--- config.mk ---
export PLATFORM = sky130hd
export DESIGN_NAME = opl_op_core
export DESIGN_NICKNAME = d
export VERILOG_FILES = /design/src/source/opl_op_pkg.sv /design/src/source/env_gen.sv /design/src/source/fm_operator.sv /design/src/source/opl_op_core.sv /design/src/source/sample_timer.sv /design/src/source/slot_regs.sv /design/src/source/slot_sequencer.sv
export SDC_FILE = /design/constraint.sdc
export NUM_CORES = 1
export LEC_CHECK = 0
export BUFFER_PORTS_ARGS = -buffer_cell sky130_fd_sc_hd__buf_4
export CAP_MARGIN = 20
export CORE_ASPECT_RATIO = 0.8
export CORE_UTILIZATION = 45
export DETAILED_ROUTE_END_ITERATION = 10
export GPL_TIMING_DRIVEN = 0
export SETUP_SLACK_MARGIN = 0.15
export SLEW_MARGIN = 20
export SYNTH_ARGS = -nofsm -noshare
export SYNTH_HDL_FRONTEND = slang
export SYNTH_SLANG_ARGS = --single-unit
--- constraint.sdc ---
create_clock -name clk -period 12.75 [get_ports clk]
set_input_delay 1.275 -clock clk [delete_from_list [all_inputs] [get_ports clk]]
set_output_delay 1.275 -clock clk [all_outputs]
set_load 0.01 [all_outputs]
--- src/source/opl_op_pkg.sv ---
`default_nettype none

package opl_op_pkg;

    localparam int PHASE_WIDTH = 19;        // phase accumulator
    localparam int OUT_WIDTH = 12;          // signed operator output
    localparam int ENV_WIDTH = 7;           // attenuation, 0 loudest, 127 silent
    localparam int REG_WIDTH = 16;          // host register word

    // top bit of reg_addr picks which view a write lands in
    localparam logic PAGE_FREQ = 1'b0;
    localparam logic PAGE_ENV = 1'b1;

    // one host word, read either as a frequency page or an envelope page
    typedef union packed {
        struct packed {
            logic       kon;                // key on
            logic [2:0] block;              // octave
            logic [9:0] fnum;               // frequency number
            logic [1:0] mult;               // multiplier minus one
        } freq;
        struct packed {
            logic       ws;                 // 0 triangle, 1 square
            logic [2:0] fb;                 // self-feedback depth
            logic [3:0] ar;                 // attack rate
            logic [3:0] rr;                 // release rate
            logic [3:0] tl;                 // total level
        } env;
    } op_reg_u;

endpackage

`default_nettype wire

--- src/source/env_gen.sv ---
`timescale 1ns/1ps
`default_nettype none

module env_gen
    import opl_op_pkg::*;
#(
    parameter int NUM_SLOTS = 4,
    localparam int SLOT_W = $clog2(NUM_SLOTS)
) (
    input wire clk,
    input wire rst,
    input wire valid_p1,
    input wire [SLOT_W-1:0] slot_p1,
    input wire key_on_p1,
    input wire key_off_p1,
    input wire [3:0] ar,                    // stage 0, from slot_regs
    input wire [3:0] rr,
    output logic [ENV_WIDTH-1:0] env_level_p2
);
    localparam logic [ENV_WIDTH-1:0] ENV_MAX = {ENV_WIDTH{1'b1}};

    // level kept inverted, so a cleared entry is a silent slot
    logic [ENV_WIDTH-1:0] lvl_inv_mem [NUM_SLOTS];
    logic atk_mem [NUM_SLOTS];              // 1 while attacking

    logic [3:0] ar_p1;
    logic [3:0] rr_p1;
    logic [ENV_WIDTH-1:0] cur_level;
    logic [ENV_WIDTH-1:0] next_level;
    logic [ENV_WIDTH-1:0] atk_step;
    logic [ENV_WIDTH:0] rel_sum;            // one spare bit for the cap
    logic atk_next;

    always_comb begin
        cur_level = key_on_p1 ? ENV_MAX : ~lvl_inv_mem[slot_p1];    // restart from silence
        atk_next = key_on_p1 | (atk_mem[slot_p1] & ~key_off_p1);
        atk_step = {1'b0, ar_p1, 2'b00};    // 4 * ar
        rel_sum = {1'b0, cur_level} + {2'b00, rr_p1, 2'b00};
        if (atk_next)
            next_level = (cur_level > atk_step) ? cur_level - atk_step : '0;
        else
            next_level = (rel_sum > {1'b0, ENV_MAX}) ? ENV_MAX : rel_sum[ENV_WIDTH-1:0];
    end

    always_ff @(posedge clk) begin
        ar_p1 <= ar;                        // align rates with stage 1
        rr_p1 <= rr;
        env_level_p2 <= next_level;
    end

    always_ff @(posedge clk) begin
        if (rst) begin
            for (int i = 0; i < NUM_SLOTS; i++) begin
                lvl_inv_mem[i] <= '0;
                atk_mem[i] <= 1'b0;
            end
        end else if (valid_p1) begin
            lvl_inv_mem[slot_p1] <= ~next_level;    // write back at stage 2
            atk_mem[slot_p1] <= atk_next;
        end
    end

endmodule

`default_nettype wire

--- src/source/fm_operator.sv ---
`timescale 1ns/1ps
`default_nettype none

module fm_operator
    import opl_op_pkg::*;
#(
    parameter int NUM_SLOTS = 4,
    localparam int SLOT_W = $clog2(NUM_SLOTS)
) (
    input wire clk,
    input wire rst,
    input wire slot_valid,
    input wire [SLOT_W-1:0] slot_num,
    input wire kon,
    input wire [2:0] block,
    input wire [9:0] fnum,
    input wire [1:0] mult,
    input wire ws,
    input wire [2:0] fb,
    input wire [3:0] tl,
    output logic key_on_p1,
    output logic key_off_p1,
    output logic valid_p1,
    output logic [SLOT_W-1:0] slot_p1,
    input wire [ENV_WIDTH-1:0] env_level_p2,
    output logic out_valid,
    output logic [SLOT_W-1:0] out_slot,
    output logic signed [OUT_WIDTH-1:0] out_value
);
    localparam int LUT_W = 10;              // phase bits used for the wave
    localparam logic [4:0] MAX_SHIFT = 5'd11;

    logic [16:0] fnum_sh;                   // fnum << block
    logic [PHASE_WIDTH-1:0] inc_s0;

    logic kon_p1;
    logic [PHASE_WIDTH-1:0] inc_p1;
    logic ws_p1;
    logic [2:0] fb_p1;
    logic [3:0] tl_p1;

    logic kon_mem [NUM_SLOTS];              // kon seen on previous sample
    logic [PHASE_WIDTH-1:0] phase_mem [NUM_SLOTS];
    logic signed [OUT_WIDTH-1:0] hist0_mem [NUM_SLOTS];     // newest output
    logic signed [OUT_WIDTH-1:0] hist1_mem [NUM_SLOTS];     // one before

    logic [PHASE_WIDTH-1:0] base_phase;
    logic signed [OUT_WIDTH:0] fb_sum;
    logic signed [OUT_WIDTH+7:0] fb_wide;
    logic [LUT_W-1:0] fb_mod_s1;

    logic valid_p2;
    logic [SLOT_W-1:0] slot_p2;
    logic [LUT_W-1:0] phase_top_p2;
    logic [LUT_W-1:0] fb_mod_p2;
    logic ws_p2;
    logic [3:0] tl_p2;
    logic signed [OUT_WIDTH-1:0] hist0_p2;

    logic [LUT_W-1:0] lut_idx;
    logic [7:0] tri_q;                      // position within a quarter
    logic [OUT_WIDTH-2:0] mag;
    logic signed [OUT_WIDTH-1:0] wave;
    logic [4:0] shift_sum;
    logic [3:0] shift;
    logic signed [OUT_WIDTH-1:0] out_s2;

    // stage 0: increment from the freshly decoded registers
    always_comb begin
        fnum_sh = 17'(fnum) << block;
        inc_s0 = PHASE_WIDTH'(fnum_sh) * PHASE_WIDTH'({1'b0, mult} + 3'd1);
    end

    // stage 1: memory reads and key edges
    always_comb begin
        key_on_p1 = valid_p1 & kon_p1 & ~kon_mem[slot_p1];
        key_off_p1 = valid_p1 & ~kon_p1 & kon_mem[slot_p1];
        base_phase = key_on_p1 ? '0 : phase_mem[slot_p1];   // phase restarts
        fb_sum = hist0_mem[slot_p1] + hist1_mem[slot_p1];
        fb_wide = (OUT_WIDTH+8)'(fb_sum) <<< fb_p1;
        fb_wide = fb_wide >>> 5;
        fb_mod_s1 = (fb_p1 == 3'd0) ? '0 : fb_wide[LUT_W-1:0];
    end

    // stage 2: waveform and attenuation
    always_comb begin
        lut_idx = phase_top_p2 + fb_mod_p2; // modulo wrap intended
        tri_q = lut_idx[LUT_W-2] ? ~lut_idx[7:0] : lut_idx[7:0];   // fold falling half
        if (ws_p2)
            mag = '1;                       // square, full scale
        else
            mag = {tri_q, tri_q[7:5]};      // 255 maps to 2047
        wave = lut_idx[LUT_W-1] ? -$signed({1'b0, mag}) : $signed({1'b0, mag});
        shift_sum = {1'b0, env_level_p2[ENV_WIDTH-1 -: 4]} + {1'b0, tl_p2};
        shift = (shift_sum > MAX_SHIFT) ? MAX_SHIFT[3:0] : shift_sum[3:0];
        out_s2 = wave >>> shift;
    end

    always_ff @(posedge clk) begin
        if (rst) begin
            valid_p1 <= 1'b0;
            valid_p2 <= 1'b0;
            out_valid <= 1'b0;
        end else begin
            valid_p1 <= slot_valid;
            valid_p2 <= valid_p1;
            out_valid <= valid_p2;          // 3 cycles after slot_valid
        end
    end

    always_ff @(posedge clk) begin
        slot_p1 <= slot_num;
        kon_p1 <= kon;
        inc_p1 <= inc_s0;
        ws_p1 <= ws;
        fb_p1 <= fb;
        tl_p1 <= tl;
        slot_p2 <= slot_p1;
        phase_top_p2 <= base_phase[PHASE_WIDTH-1 -: LUT_W];
        fb_mod_p2 <= fb_mod_s1;
        ws_p2 <= ws_p1;
        tl_p2 <= tl_p1;
        hist0_p2 <= hist0_mem[slot_p1];
        out_slot <= slot_p2;
        out_value <= out_s2;
    end

    always_ff @(posedge clk) begin
        if (rst) begin
            for (int i = 0; i < NUM_SLOTS; i++) begin
                kon_mem[i] <= 1'b0;
                phase_mem[i] <= '0;
                hist0_mem[i] <= '0;
                hist1_mem[i] <= '0;
            end
        end else begin
            if (valid_p1) begin
                kon_mem[slot_p1] <= kon_p1;
                phase_mem[slot_p1] <= base_phase + inc_p1;
            end
            if (valid_p2) begin
                hist1_mem[slot_p2] <= hist0_p2;     // shift feedback history
                hist0_mem[slot_p2] <= out_s2;
            end
        end
    end

endmodule

`default_nettype wire

--- src/source/opl_op_core.sv ---
`timescale 1ns/1ps
`default_nettype none

module opl_op_core
    import opl_op_pkg::*;
#(
    parameter int NUM_SLOTS = 4,
    parameter int SAMPLE_DIV = 16,          // at least NUM_SLOTS + 4
    localparam int SLOT_W = $clog2(NUM_SLOTS)
) (
    input wire clk,
    input wire rst,
    input wire reg_we,
    input wire [SLOT_W:0] reg_addr,         // page bit on top, slot below
    input wire [REG_WIDTH-1:0] reg_wdata,
    output logic out_valid,
    output logic [SLOT_W-1:0] out_slot,
    output logic signed [OUT_WIDTH-1:0] out_value,
    output logic frame_done
);
    logic sample_tick;
    logic slot_valid;
    logic [SLOT_W-1:0] slot_num;
    logic kon;
    logic [2:0] block;
    logic [9:0] fnum;
    logic [1:0] mult;
    logic ws;
    logic [2:0] fb;
    logic [3:0] ar;
    logic [3:0] rr;
    logic [3:0] tl;
    logic key_on_p1;
    logic key_off_p1;
    logic valid_p1;
    logic [SLOT_W-1:0] slot_p1;
    logic [ENV_WIDTH-1:0] env_level_p2;

    sample_timer #(.SAMPLE_DIV(SAMPLE_DIV)) sample_timer_i (
        .clk, .rst, .sample_tick
    );

    slot_sequencer #(.NUM_SLOTS(NUM_SLOTS)) slot_sequencer_i (
        .clk, .rst, .sample_tick, .slot_valid, .slot_num, .frame_done
    );

    slot_regs #(.NUM_SLOTS(NUM_SLOTS)) slot_regs_i (
        .clk, .rst, .reg_we, .reg_addr, .reg_wdata, .slot_num,
        .kon, .block, .fnum, .mult, .ws, .fb, .ar, .rr, .tl
    );

    env_gen #(.NUM_SLOTS(NUM_SLOTS)) env_gen_i (
        .clk, .rst, .valid_p1, .slot_p1, .key_on_p1, .key_off_p1,
        .ar, .rr, .env_level_p2
    );

    fm_operator #(.NUM_SLOTS(NUM_SLOTS)) fm_operator_i (
        .clk, .rst, .slot_valid, .slot_num,
        .kon, .block, .fnum, .mult, .ws, .fb, .tl,
        .key_on_p1, .key_off_p1, .valid_p1, .slot_p1, .env_level_p2,
        .out_valid, .out_slot, .out_value
    );

endmodule

`default_nettype wire

--- src/source/sample_timer.sv ---
`timescale 1ns/1ps
`default_nettype none

module sample_timer #(
    parameter int SAMPLE_DIV = 16,
    localparam int CNT_W = $clog2(SAMPLE_DIV)
) (
    input wire clk,
    input wire rst,
    output logic sample_tick
);
    localparam logic [CNT_W-1:0] RELOAD = CNT_W'(SAMPLE_DIV - 1);

    logic [CNT_W-1:0] cnt;                  // cycles left until next tick

    always_ff @(posedge clk) begin
        if (rst) begin
            cnt <= RELOAD;
            sample_tick <= 1'b0;
        end else if (cnt == '0) begin
            cnt <= RELOAD;                  // wrap and fire
            sample_tick <= 1'b1;
        end else begin
            cnt <= cnt - 1'b1;
            sample_tick <= 1'b0;
        end
    end

endmodule

`default_nettype wire

--- src/source/slot_regs.sv ---
`timescale 1ns/1ps
`default_nettype none

module slot_regs
    import opl_op_pkg::*;
#(
    parameter int NUM_SLOTS = 4,
    localparam int SLOT_W = $clog2(NUM_SLOTS)
) (
    input wire clk,
    input wire rst,
    input wire reg_we,
    input wire [SLOT_W:0] reg_addr,
    input wire [REG_WIDTH-1:0] reg_wdata,
    input wire [SLOT_W-1:0] slot_num,
    output logic kon,
    output logic [2:0] block,
    output logic [9:0] fnum,
    output logic [1:0] mult,
    output logic ws,
    output logic [2:0] fb,
    output logic [3:0] ar,
    output logic [3:0] rr,
    output logic [3:0] tl
);
    op_reg_u freq_mem [NUM_SLOTS];          // frequency page per slot
    op_reg_u env_mem [NUM_SLOTS];           // envelope page per slot
    op_reg_u freq_rd;
    op_reg_u env_rd;

    logic [SLOT_W-1:0] wr_slot;
    logic wr_page;

    assign wr_slot = reg_addr[SLOT_W-1:0];
    assign wr_page = reg_addr[SLOT_W];      // page select is the top address bit

    always_ff @(posedge clk) begin
        if (rst) begin
            for (int i = 0; i < NUM_SLOTS; i++) begin
                freq_mem[i] <= '0;          // keys off, fnum 0
                env_mem[i] <= '0;
            end
        end else if (reg_we) begin
            if (wr_page == PAGE_FREQ)
                freq_mem[wr_slot] <= reg_wdata;
            else if (wr_page == PAGE_ENV)
                env_mem[wr_slot] <= reg_wdata;
        end
    end

    // same-cycle decode for the slot entering the pipeline
    always_comb begin
        freq_rd = freq_mem[slot_num];
        env_rd = env_mem[slot_num];
        kon = freq_rd.freq.kon;
        block = freq_rd.freq.block;
        fnum = freq_rd.freq.fnum;
        mult = freq_rd.freq.mult;
        ws = env_rd.env.ws;
        fb = env_rd.env.fb;
        ar = env_rd.env.ar;
        rr = env_rd.env.rr;
        tl = env_rd.env.tl;
    end

endmodule

`default_nettype wire

--- src/source/slot_sequencer.sv ---
`timescale 1ns/1ps
`default_nettype none

module slot_sequencer #(
    parameter int NUM_SLOTS = 4,
    localparam int SLOT_W = $clog2(NUM_SLOTS)
) (
    input wire clk,
    input wire rst,
    input wire sample_tick,
    output logic slot_valid,
    output logic [SLOT_W-1:0] slot_num,
    output logic frame_done
);
    localparam logic [1:0] IDLE = 2'd0;
    localparam logic [1:0] SCAN = 2'd1;
    localparam logic [1:0] DRAIN = 2'd2;

    localparam logic [SLOT_W-1:0] LAST_SLOT = SLOT_W'(NUM_SLOTS - 1);
    localparam logic [1:0] PIPE_DEPTH = 2'd3;    // slot_valid to out_valid

    logic [1:0] state;
    logic [1:0] drain_cnt;                  // cycles until frame_done

    always_ff @(posedge clk) begin
        if (rst) begin
            state <= IDLE;
            slot_valid <= 1'b0;
            slot_num <= '0;
            drain_cnt <= '0;
            frame_done <= 1'b0;
        end else begin
            frame_done <= 1'b0;             // single-cycle pulse
            case (state)
                IDLE: begin
                    if (sample_tick) begin
                        state <= SCAN;
                        slot_valid <= 1'b1;
                        slot_num <= '0;     // start from slot 0
                    end
                end
                SCAN: begin
                    if (slot_num == LAST_SLOT) begin
                        state <= DRAIN;
                        slot_valid <= 1'b0;
                        drain_cnt <= PIPE_DEPTH - 2'd1;
                    end else begin
                        slot_num <= slot_num + 1'b1;
                    end
                end
                DRAIN: begin
                    if (drain_cnt == 2'd1) begin
                        frame_done <= 1'b1; // lands with last out_valid
                        state <= IDLE;
                    end else begin
                        drain_cnt <= drain_cnt - 1'b1;
                    end
                end
                default: state <= IDLE;
            endcase
        end
    end

endmodule

`default_nettype wire
# Word-level counts from Yosys, hierarchy flattened
# Memories as Yosys holds them, arrays and structs flattened. A register that Yosys moved wholly into a read port is not among the register bits.
# Index checks and enable logic that the tools add are counted.
# totals
reg_bits	98
latch_bits	0
ramBits	336
romBits	0
in_bits	22
output_inout_bits	16
elab_cells	154
n_memories	8
# memory_table
memory	depth	width	rd	rd_clocked_by_memory_dff	write_ports	line	rtl
fm_operator_i.phase_mem	4	19	1	1	4	fm_operator.sv:43	logic [PHASE_WIDTH-1:0] phase_mem [NUM_SLOTS];
slot_regs_i.env_mem	4	16	1	1	4	slot_regs.sv:27	op_reg_u env_mem [NUM_SLOTS];
slot_regs_i.freq_mem	4	16	1	1	4	slot_regs.sv:26	op_reg_u freq_mem [NUM_SLOTS];
fm_operator_i.hist0_mem	4	12	1	1	4	fm_operator.sv:44	logic signed [OUT_WIDTH-1:0] hist0_mem [NUM_SLOTS];
fm_operator_i.hist1_mem	4	12	1	1	4	fm_operator.sv:45	logic signed [OUT_WIDTH-1:0] hist1_mem [NUM_SLOTS];
env_gen_i.lvl_inv_mem	4	7	1	1	4	env_gen.sv:23	logic [ENV_WIDTH-1:0] lvl_inv_mem [NUM_SLOTS];
2 more memories	--	--	--	--	--	--	
# classes
addsub	11
mul	1
div	0
magnitude_cmp	3
n_eq_ne	9
shift	3
mux	65
bitwise	13
reduce_logical	19
# op_table
operator	n
19-bit 2-to-1 mux	2
12-bit 2-to-1 mux	3
7-bit 2-to-1 mux	5
16-bit 2-to-1 mux	2
2-bit 2-to-1 mux	16
16-bit OR reduction	2
1-bit 2-to-1 mux	30
12-bit OR reduction	2
19-bit adder	1
17-bit by 19-bit multiplier with 19-bit output	1
19-bit OR reduction	1
10-bit by 3-bit << shifter with 17-bit output	1
13-bit by 3-bit <<< shifter with 15-bit output	1
7-bit NOT	2
12-bit by 12-bit adder with 13-bit output	1
11-bit negator with 12-bit output	1
3-bit AND reduction	4
12-bit by 4-bit >>> shifter with 12-bit output	1
11-bit 2-to-1 mux	1
10-bit adder	1
7-bit by 6-bit adder with 8-bit output	1
8-bit by 7-bit greater-than comparator with 1-bit output, second input constant	1
8-bit 2-to-1 mux	1
8-bit NOT	1
other kinds (26)	42

# Depth between registers and ports, before layout
# Gate-level depths: netlist of run 1.
# depth
depth_word	9
mapped_depth	26
ltp_nobuf	21

# Hierarchy
# A second synthesis of run 1 with hierarchy kept.
# unflattened
cells_unflattened	2014
area_unflattened_um2	23457.5
# by_module_without_submodules
module	instances	cells_each	area_per_inst_um2	seq_area_each_um2
fm_operator	1	1405	14981.9	7006.7
slot_regs	1	354	5472.7	3843.7
env_gen	1	193	2416.1	1261.2
slot_sequencer	1	42	384.1	160.2
sample_timer	1	20	202.7	100.1

# Worst setup path after synthesis of run 1
# Ideal clock, no wire load.
# synth_timing
kind	register to register
from	reg with a tool-made name
to	reg fm_operator_i.inc_p1[18]
setup_time_ps	72
arrival_time_ps	5765
required_ps	12678
setup_slack_ps	6913
stages_incl_launch_ff	26
path_buffers	5
synth_period_minus_slack_ps	5837
path_cell_list	dfxtp_1 clkbuf_1 clkbuf_1 mux2_2 o21ai_1 clkbuf_1 inv_1 ha_1 buf_1 clkbuf_1 nand2_1 fa_1 inv_1 ha_1 fa_1 a21oi_1 nor2_1 nor2_1 o21bai_1 a21o_1 a21oi_1 o21ai_0 o41ai_1 o2111ai_1 a21oi_1 xnor2_1
# synth_rtl
element	line	rtl
end signal: assignment	fm_operator.sv:114	inc_p1 <= inc_s0;
end: declaration	fm_operator.sv:37	logic [PHASE_WIDTH-1:0] inc_p1;

==> metrics.csv, run 1 <==
stage,metric,value,unit
hold_path,Hold Path Class,reg2reg,
detailed_routing,ANT nets after route,0,
floorplan,IO Count,38,
critical_path,Required @ worst endpoint,13.24,ns
timing,clock period minus worst slack,7.81,ns
clock_network,CTS tree,done,
clock_network,H-tree levels,2,
clock_network,Sinks on Clock Net,449,
grt,gr usage total,0.221,
clock_network,CTS Buffer Depth,3,
yosys,Synth area leaders,"edfxtp_1 44%, dfxtp_1 9.8%, mux4_2 7.9%",
hold_path,hold depth,0,
yosys,library cells used by synthesis,96,
yosys,cells after synthesis,1940,
clock_network,setup bufs post-CTS,0,
floorplan,Die Span Y,205,um
timing,RSZ-0062 raised after global routing,false,
yosys,Post-Syn Area,0.0231,mm2
yosys,Post-synth EDFFs,336,
final_layout,number of diodes,0,
yosys,most instantiated cells after synthesis,"336 x edfxtp_1, 214 x and2_1, 208 x nor2_1",
detailed_routing,Detailed Routing Iterations Pass 1,7,
power,pwr/cell area,163,mW/mm2
placement,GPL Wtd Cong,0.878,
placement,Cell Count Post-Placement,2656,
critical_path,critical path class,reg2reg,
floorplan,Chip Width,255,um
detailed_routing,WL final,56.0,mm
clock_network,CTS root buf,clkbuf_16,
yosys,"area leader, netlist",edfxtp_1,
timing,Worst-Margin Slew,1.04,ns
clock_network,"Clk pin slew, worst setup/hold paths",0.06,ns
yosys,Yosys reg bits,449,
critical_path,r2r endpoint,fm_operator_i.inc_p1[18]$_DFF_P_,
clock_network,Skew-Pair Late Insertion Delay,0.59,ns
grt,via count of the first global-routing pass,14900,
final_layout,area grow syn2layout,12.3,%
final_layout,Final Instance Count excl. Fillers,2742,
yosys,Synth Flop Type,edfxtp_1,
detailed_routing,via count,15000,
timing,crit share post-route,0.612,
grt,largest net degree at the start of global routing,29,
clock_network,CTS buffer count,47,
placement,port bufs,36,
critical_path,Worst R2R Path Depth,25,
power,Leakage,10.0,nW
yosys,most frequent cell after synthesis,edfxtp_1,
hold_path,Hold Crit Start,fm_operator_i.ws_p1$_DFF_P_,
floorplan,Core ar.,0.0501,mm2
critical_path,crit path DAT,8.29,ns
critical_path,Max Fanout on Critical Path,10,
critical_path,Worst Setup End Kind,register,
timing,Setup Skew,0.0374,ns
timing,Max Slew Vio Count,0,
yosys,Syn Area/Cell,11.9,um2
grt,first-pass GRT wire length,86.9,mm
detailed_routing,post-detailed-route via-to-cell ratio,5.47,
floorplan,die area,0.0522,mm2
power,VDD IR max,103,uV
clock_network,Post-CTS Hold Buffers,0,
yosys,area share of the largest cell type after synthesis,0.437,
detailed_routing,Routed WL per cell,20.4,um
timing,Final Hold Vio Count,0,
yosys,Post-synth ARST share,0,
floorplan,starting density of the core,0.460,
detailed_routing,Post-route DRC,0,
power,power after layout,4.23,mW
detailed_routing,1st-iter DRT viols,1262,
grt,initial antenna violation count,2,
grt,grt total ovfl,0,
job,MaxCap Viol Count,0,
timing,Max-Slew Margin vs Limit,0.301,
timing,final hold slack,0.327,ns
yosys,Synthesized Nets,2061,
critical_path,R2R Setup Slk,4.94,ns
hold_path,Worst Hold Path EP,fm_operator_i.ws_p2$_DFF_P_,
timing,setup violators final,0,
critical_path,Startpoint Class,register,
outcome,outcome,completed,
floorplan,row count,73,
placement,post-detail-place hpwl,40.0,mm
yosys,Ys Warns,0,
clock_network,post-CTS sizing,0,
timing,total negative slack,0,ns
final_layout,nets,2151,
yosys,"Seq/Total Area, Yosys",0.535,
timing,maximum clock rate,128,MHz
final_layout,layout cells sized above 1,0.132,
==> state kept, by name (all words and copies together) (netlist names), 4 cells and up, named ones only <==
signal and cells:
slot_regs_i.freq_mem 64, fm_operator_i.tl_p2 4, fm_operator_i.tl_p1 4, fm_operator_i.out_value 12, env_gen_i.rr_p1 4, fm_operator_i.hist0_p2 12
fm_operator_i.inc_p1 19, fm_operator_i.hist0_mem 48, env_gen_i.lvl_inv_mem 28, fm_operator_i.fb_mod_p2 10, env_gen_i.env_level_p2 4, sample_timer_i.cnt 4
slot_regs_i.env_mem 64, env_gen_i.atk_mem 4, fm_operator_i.phase_top_p2 10, fm_operator_i.phase_mem 76, fm_operator_i.hist1_mem 48, env_gen_i.ar_p1 4
fm_operator_i.kon_mem 4
==> report_power, final <==
part | total, mW | internal, mW | switching (mW) | leakage [nW]
clock | 1.40 | 0.822 | 0.579 | 0.773
sequential | 1.73 | 1.69 | 0.0418 | 4.32
combinational | 1.10 | 0.413 | 0.686 | 4.92
==> placed cells by master, fill, tap and decap left out, types with 9 or more instances in the layout <==
master	count
edfxtp_1	336
and2_1	214
nor2_1	208
nand2_1	147
dfxtp_1	113
inv_1	97
clkbuf_1	83
mux4_2	81
a21oi_1	78
ha_1	77
clkbuf_16	47
xnor2_1	45
o21ai_0	40
buf_4	38
nor3_1	34
mux2i_1	30
and3_1	22
fa_1	22
a21o_1	19
xor2_1	19
nand3_1	17
nor2b_1	17
a211oi_1	13
nand2b_1	12
or3_1	12
o21a_1	11
nand4_1	11
or2_2	10
o21bai_1	10
clkinv_2	9
==> cell families (layout without fill, tap and decap cells) <==
family,after synthesis,in the layout,share of synthesized area
buffers and inverters,191,318,0.0332
adders and majority gates,99,99,0.0609
muxes,117,117,0.0956
xor gates and xnor gates,66,66,0.0263
and+or+nand+nor,744,744,0.164
DFF,449,449,0.535
AOI/OAI and AO/OA,274,274,0.0850
==> through the flow <==
stage	cell area, um2	utilization	setup slack (ns)
after CTS	25900	0.516	4.93
after global routing	25900	0.516	4.45
after global placement	24200	0.482	5.01
final	25900	0.516	4.94
after floorplan	23100	-	6.91
after detailed placement	24300	0.485	4.99
==> worst max path at each step <==
stage,endpoint
after floorplan,fm_operator_i.inc_p1[18]$_DFF_P_
after global placement,fm_operator_i.inc_p1[18]$_DFF_P_
after detailed placement,fm_operator_i.inc_p1[18]$_DFF_P_
after CTS,fm_operator_i.inc_p1[18]$_DFF_P_
after global routing,fm_operator_i.inc_p1[18]$_DFF_P_
final,fm_operator_i.inc_p1[18]$_DFF_P_
==> area by class of cell <==
| type | instances | area (um2) |
|---|---|---|
| plain buffers | 90 | 389 |
| clock buffers | 64 | 1310 |
| clock inverters | 22 | 255 |
| fillers | 4424 | 24200 |
| inverters | 101 | 379 |
| multi-input cells | 1300 | 9970 |
| flip-flops and latches | 449 | 12400 |
| well taps | 675 | 845 |
| repair buffers | 41 | 400 |
==> critical path, cell delays in order, from the launching register on <==
cell and delay (ns):
dfxtp_1 0.35, clkbuf_1 0.56, clkbuf_1 0.59, mux2_2 0.40
o21ai_1 0.70, clkbuf_1 0.42, inv_1 0.09, ha_1 0.28
buf_1 0.37, clkbuf_1 0.40, nand2_1 0.14, fa_1 0.52
inv_1 0.04, ha_1 0.21, fa_1 0.41, a21oi_1 0.16
nor2_1 0.05, nor2_1 0.15, o21bai_1 0.09, a21o_1 0.20
a21oi_1 0.21, o21ai_0 0.15, o41ai_1 0.65, o2111ai_1 0.22
a21oi_1 0.20, xnor2_1 0.13
==> per-layer routing <==
layer	vias up	global-route usage	wire, um
li1	7176	-	-
met1	7411	0.316	25900
met2	357	0.343	25500
met3	65	0.0435	3530
met4	2	0.0571	1130
met5	-	0	13
Note: power is estimated with default switching activity, not from simulation.
==> run 2, diff against run 1 <==
--- a/config.mk
+++ b/config.mk
@@ -5,6 +5,7 @@
 export SDC_FILE = /design/constraint.sdc
 export NUM_CORES = 1
 export LEC_CHECK = 0
+export ABC_AREA = 1
 export BUFFER_PORTS_ARGS = -buffer_cell sky130_fd_sc_hd__buf_4
 export CAP_MARGIN = 20
 export CORE_ASPECT_RATIO = 0.8
==> constraint.sdc (replaced) <==
create_clock -name clk -period 7.1 [get_ports clk]
set_input_delay 0.71 -clock clk [delete_from_list [all_inputs] [get_ports clk]]
set_output_delay 0.71 -clock clk [all_outputs]
set_load 0.01 [all_outputs]
==> run 2 against run 1 <==
Effect of this change: synthesized cell count is 30% higher; cell area is 1.8% lower; final cell count is 21% higher; clock power is 66% higher; sequential share of layout area is 0.86 points higher; clock skew is 0.0078 ns lower; via count is 20% higher; critical path depth is 3 lower; global-route usage is 2.1 points higher; non-clock buffer count is 25 higher; flip-flop and latch count stayed put; critical endpoint is now fm_operator_i.inc_p1[17]$_DFF_P_.
==> metrics.csv, run 2 <==
stage,metric,value,unit,change
yosys,Yosys reg bits,449,,unchanged
yosys,cells after synthesis,2519,,+30%
yosys,Post-Synth Adder-Cell Area,0.0620,,+0.00111
placement,"worst slack, placed",1.01,ns,-3.99 ns
power,pwr/cell area,384,mW/mm2,+130%
floorplan,Die Span Y,203,um,-0.89%
clock_network,post-CTS sizing,0,,unchanged
clock_network,CTS Buffer Depth,3,,unchanged
critical_path,Startpoint Class,register,,
yosys,Post-synth ARST share,0,,unchanged
detailed_routing,Routed WL per cell,18.4,um,-10%
yosys,"area leader, netlist",edfxtp_1,,
critical_path,CP Cell Sequence,clkbuf_1 > clkbuf_1 > nand2_1 > a32oi_1 > ha_1 > buf_1 > clkbuf_1 > nand2_1 > fa_1 > inv_1 > ha_1 > a21oi_1 > nand2_1 > a31oi_1 > o21ai_0 > a21boi_0 > o21ai_0 > a21boi_0 > nor2_1 > o21ai_0 > nand2_1 > xor2_1,,
critical_path,Worst R2R Path Depth,22,,-12%
timing,final hold slack,0.327,ns,-0.000608 ns
critical_path,critical path's largest stage delay,0.60,ns,-0.10 ns
critical_path,critical path class,reg2reg,,
critical_path,CP endpoint,fm_operator_i.inc_p1[17]$_DFF_P_,,
grt,largest net degree at the start of global routing,25,,-14%
timing,Final Hold Vio Count,0,,unchanged
detailed_routing,1st-iter DRT viols,1330,,+5.4%
clock_network,CTS buffer count,46,,-2.1%
detailed_routing,Post-route DRC,0,,unchanged
final_layout,Post-Layout Inst Area,0.0254,mm2,-1.8%
yosys,Syn Area/Cell,8.99,um2,-24%
power,VDD IR max,245,uV,+140%
final_layout,"Most flops, register",fm_operator_i.phase_mem,,
critical_path,crit path DAT,6.59,ns,-1.70 ns
clock_network,CTS root buf,clkbuf_16,,
grt,gr usage total,0.242,,+0.0214
final_layout,layout cells sized above 1,0.0751,,-0.0570
clock_network,CTS tree,done,,
final_layout,"commonest cells after routing, fill and taps aside","469 x nor2_1, 424 x nand2_1, 336 x edfxtp_1",,
grt,via count of the first global-routing pass,17400,,+16%
yosys,Post-Syn Area,0.0227,mm2,-1.8%
yosys,area share of the largest cell type after synthesis,0.445,,+0.00795
timing,Max-Slew Margin vs Limit,0.363,,+0.0620
yosys,"Seq/Total Area, Yosys",0.545,,+0.00973
power,Leakage,10.8,nW,+7.9%
yosys,largest family of logic cells by synthesized area,simple AND/OR/NAND/NOR gates,,
timing,Setup Skew,0.0296,ns,-0.00784 ns
timing,total negative slack,0,ns,unchanged
placement,GPL Wtd Cong,0.874,,-0.46%
clock_network,Post-CTS Hold Buffers,0,,unchanged
critical_path,slowest CP cell,a32oi_1,,
outcome,outcome,completed,,
detailed_routing,via count,18000,,+20%
detailed_routing,WL final,61.2,mm,+9.2%
yosys,Synthesized Nets,2640,,+28%
grt,initial antenna violation count,2,,unchanged
grt,gr busiest metal,met2,,
clock_network,Sinks on Clock Net,449,,unchanged
detailed_routing,ANT nets after route,0,,unchanged
detailed_routing,post-detailed-route via-to-cell ratio,5.40,,-1.3%
hold_path,Hold Crit Start,fm_operator_i.ws_p1$_DFF_P_,,
grt,met2 Use GR,0.379,,+0.0359
final_layout,Largest register FFs,76,,unchanged
placement,port bufs,37,,+2.8%
grt,met3 usage in global routing,0.0415,,-0.00192
critical_path,Worst Setup End Kind,register,,
placement,post-detail-place hpwl,44.0,mm,+10%
critical_path,Max Fanout on Critical Path,10,,unchanged
placement,Placed Area,0.0240,mm2,-1.2%
timing,Max Slew Vio Count,0,,unchanged
detailed_routing,Detailed Routing Iterations Pass 1,6,,-1
clock_network,H-tree levels,2,,unchanged
final_layout,biggest registers after layout,"fm_operator_i.phase_mem (76), slot_regs_i.env_mem (64), slot_regs_i.freq_mem (64)",,
yosys,Synth Flop Type,edfxtp_1,,
clock_network,Skew-Pair Late Insertion Delay,0.60,ns,about the same
timing,crit share post-route,0.863,,+0.251
floorplan,row count,73,,unchanged
yosys,Synth area leaders,"edfxtp_1 45%, dfxtp_1 10%, nor2_1 7.8%",,
hold_path,Hold Path Class,reg2reg,,
yosys,most instantiated cells after synthesis,"469 x nor2_1, 429 x nand2_1, 336 x edfxtp_1",,
clock_network,"Clk pin slew, worst setup/hold paths",0.06,ns,about the same
floorplan,IO Count,38,,unchanged
yosys,library cells used by synthesis,60,,-38%
floorplan,Chip Width,253,um,-0.89%
yosys,Compound-Gate Fraction of Synth Area,0.104,,+0.0188
final_layout,nets,2737,,+27%
critical_path,R2R Setup Slk,0.97,ns,-3.97 ns
critical_path,Required @ worst endpoint,7.56,ns,-5.68 ns
floorplan,die area,0.0513,mm2,-1.8%
yosys,Ys Warns,0,,unchanged
timing,post-route setup slack,0.974,ns,-3.97 ns
yosys,XOR/XNOR Fraction of Synth Area,0.0135,,-0.0127
timing,Worst-Margin Slew,0.956,ns,-0.0799 ns
yosys,Synth Area in Simple Gates,0.210,,+0.0467
final_layout,"most common cell after layout, fill and taps aside",nor2_1,,
grt,grt total ovfl,0,,unchanged
grt,met1 Usage GRT,0.348,,+0.0321
floorplan,Core ar.,0.0497,mm2,-0.91%
critical_path,cell mode on critical path,nand2_1,,
timing,maximum clock rate,163,MHz,+27%
final_layout,area grow syn2layout,12.3,%,about the same
timing,RSZ-0062 raised after global routing,false,,
power,power after layout,9.76,mW,+130%
yosys,most frequent cell after synthesis,nor2_1,,
grt,first-pass GRT wire length,95.8,mm,+10%
yosys,Post-synth EDFFs,336,,unchanged
job,MaxCap Viol Count,0,,unchanged
critical_path,r2r endpoint,fm_operator_i.inc_p1[17]$_DFF_P_,,
timing,setup violators final,0,,unchanged
floorplan,starting density of the core,0.456,,-0.00406
clock_network,setup bufs post-CTS,0,,unchanged
yosys,multiplexer area fraction after synthesis,0.000884,,-0.0947
timing,clock period minus worst slack,6.13,ns,-1.68 ns
run 2: changes by cell type in the layout (fill, tap and decap cells not counted), moves of 24 or more:
| cell | previous run | this run |
|---|---|---|
| mux4_2 | 81 | 0 |
| nor3_1 | 34 | 58 |
| nand2_1 | 147 | 424 |
| nor2_1 | 208 | 469 |
| mux2i_1 | 30 | 2 |
| o21ai_0 | 40 | 202 |
| o22ai_1 | 7 | 69 |
| xnor2_1 | 45 | 13 |
| inv_1 | 97 | 266 |
| and2_1 | 214 | 2 |
| nand3_1 | 17 | 103 |
run 2: cell families (layout without fill, tap and decap cells):
group,Yosys count,count (layout)
simple gates,1133,1133
flops,449,449
compound gates,415,415
buf+inv,386,518
fa+ha+maj,99,99
xor+xnor,35,35
mux,2,2
other cells,0,1
run 2: critical path: cells and delay by family (launching register included):
family                   cells  cell delay [ns]
flip-flops                   1             0.53
AO/OA/AOI/OAI                8             2.15
XOR/XNOR                     1             0.14
AND/OR/NAND/NOR              5             0.49
adder cells (fa/ha/maj)      3             1.08
buffers and inverters        5             1.60
run 2: layout make-up:
class,instances,area (um2)
fill,4746,24200
sequential,449,12400
multi-input combinational,1684,8900
clock buffer,67,1260
inverter,279,1050
tap,675,845
timing repair buffer,49,469
buffer,107,410
clock inverter,16,149
antenna,1,2.50
run 2: how the worst min path moves through the flow:
| stage | cells past startpoint | slack (ns) | end |
|---|---|---|---|
| after floorplan | 0 | 0.31 | fm_operator_i.tl_p2[0]$_DFF_P_ |
| after global placement | 0 | 0.31 | fm_operator_i.ws_p2$_DFF_P_ |
| after detailed placement | 0 | 0.31 | fm_operator_i.ws_p2$_DFF_P_ |
| after CTS | 0 | 0.33 | fm_operator_i.ws_p2$_DFF_P_ |
| after global routing | 0 | 0.33 | fm_operator_i.tl_p2[3]$_DFF_P_ |
| final | 0 | 0.33 | fm_operator_i.ws_p2$_DFF_P_ |
run 2: power breakdown:
part	internal, mW	total (mW)	switching [mW]	leakage (nW)
clock	1.28	2.32	1.04	0.683
sequential	3.15	3.27	0.116	4.32
combinational	1.32	4.17	2.85	5.80
run 2: metrics by stage:
| step | std cells | util |
|---|---|---|
| 2_1_floorplan | 2519 | - |
| 3_3_place_gp | 3231 | 0.479 |
| 3_5_place_dp | 3243 | 0.484 |
| 4_1_cts | 3326 | 0.512 |
| 5_1_grt | 3326 | 0.512 |
| 6_report | 3327 | 0.512 |
run 2: layer usage:
layer | up-vias | wire length (um)
li1 | 8620 | -
met1 | 8659 | 28100
met2 | 600 | 27300
met3 | 95 | 4540
met4 | 0 | 1220
met5 | - | 0
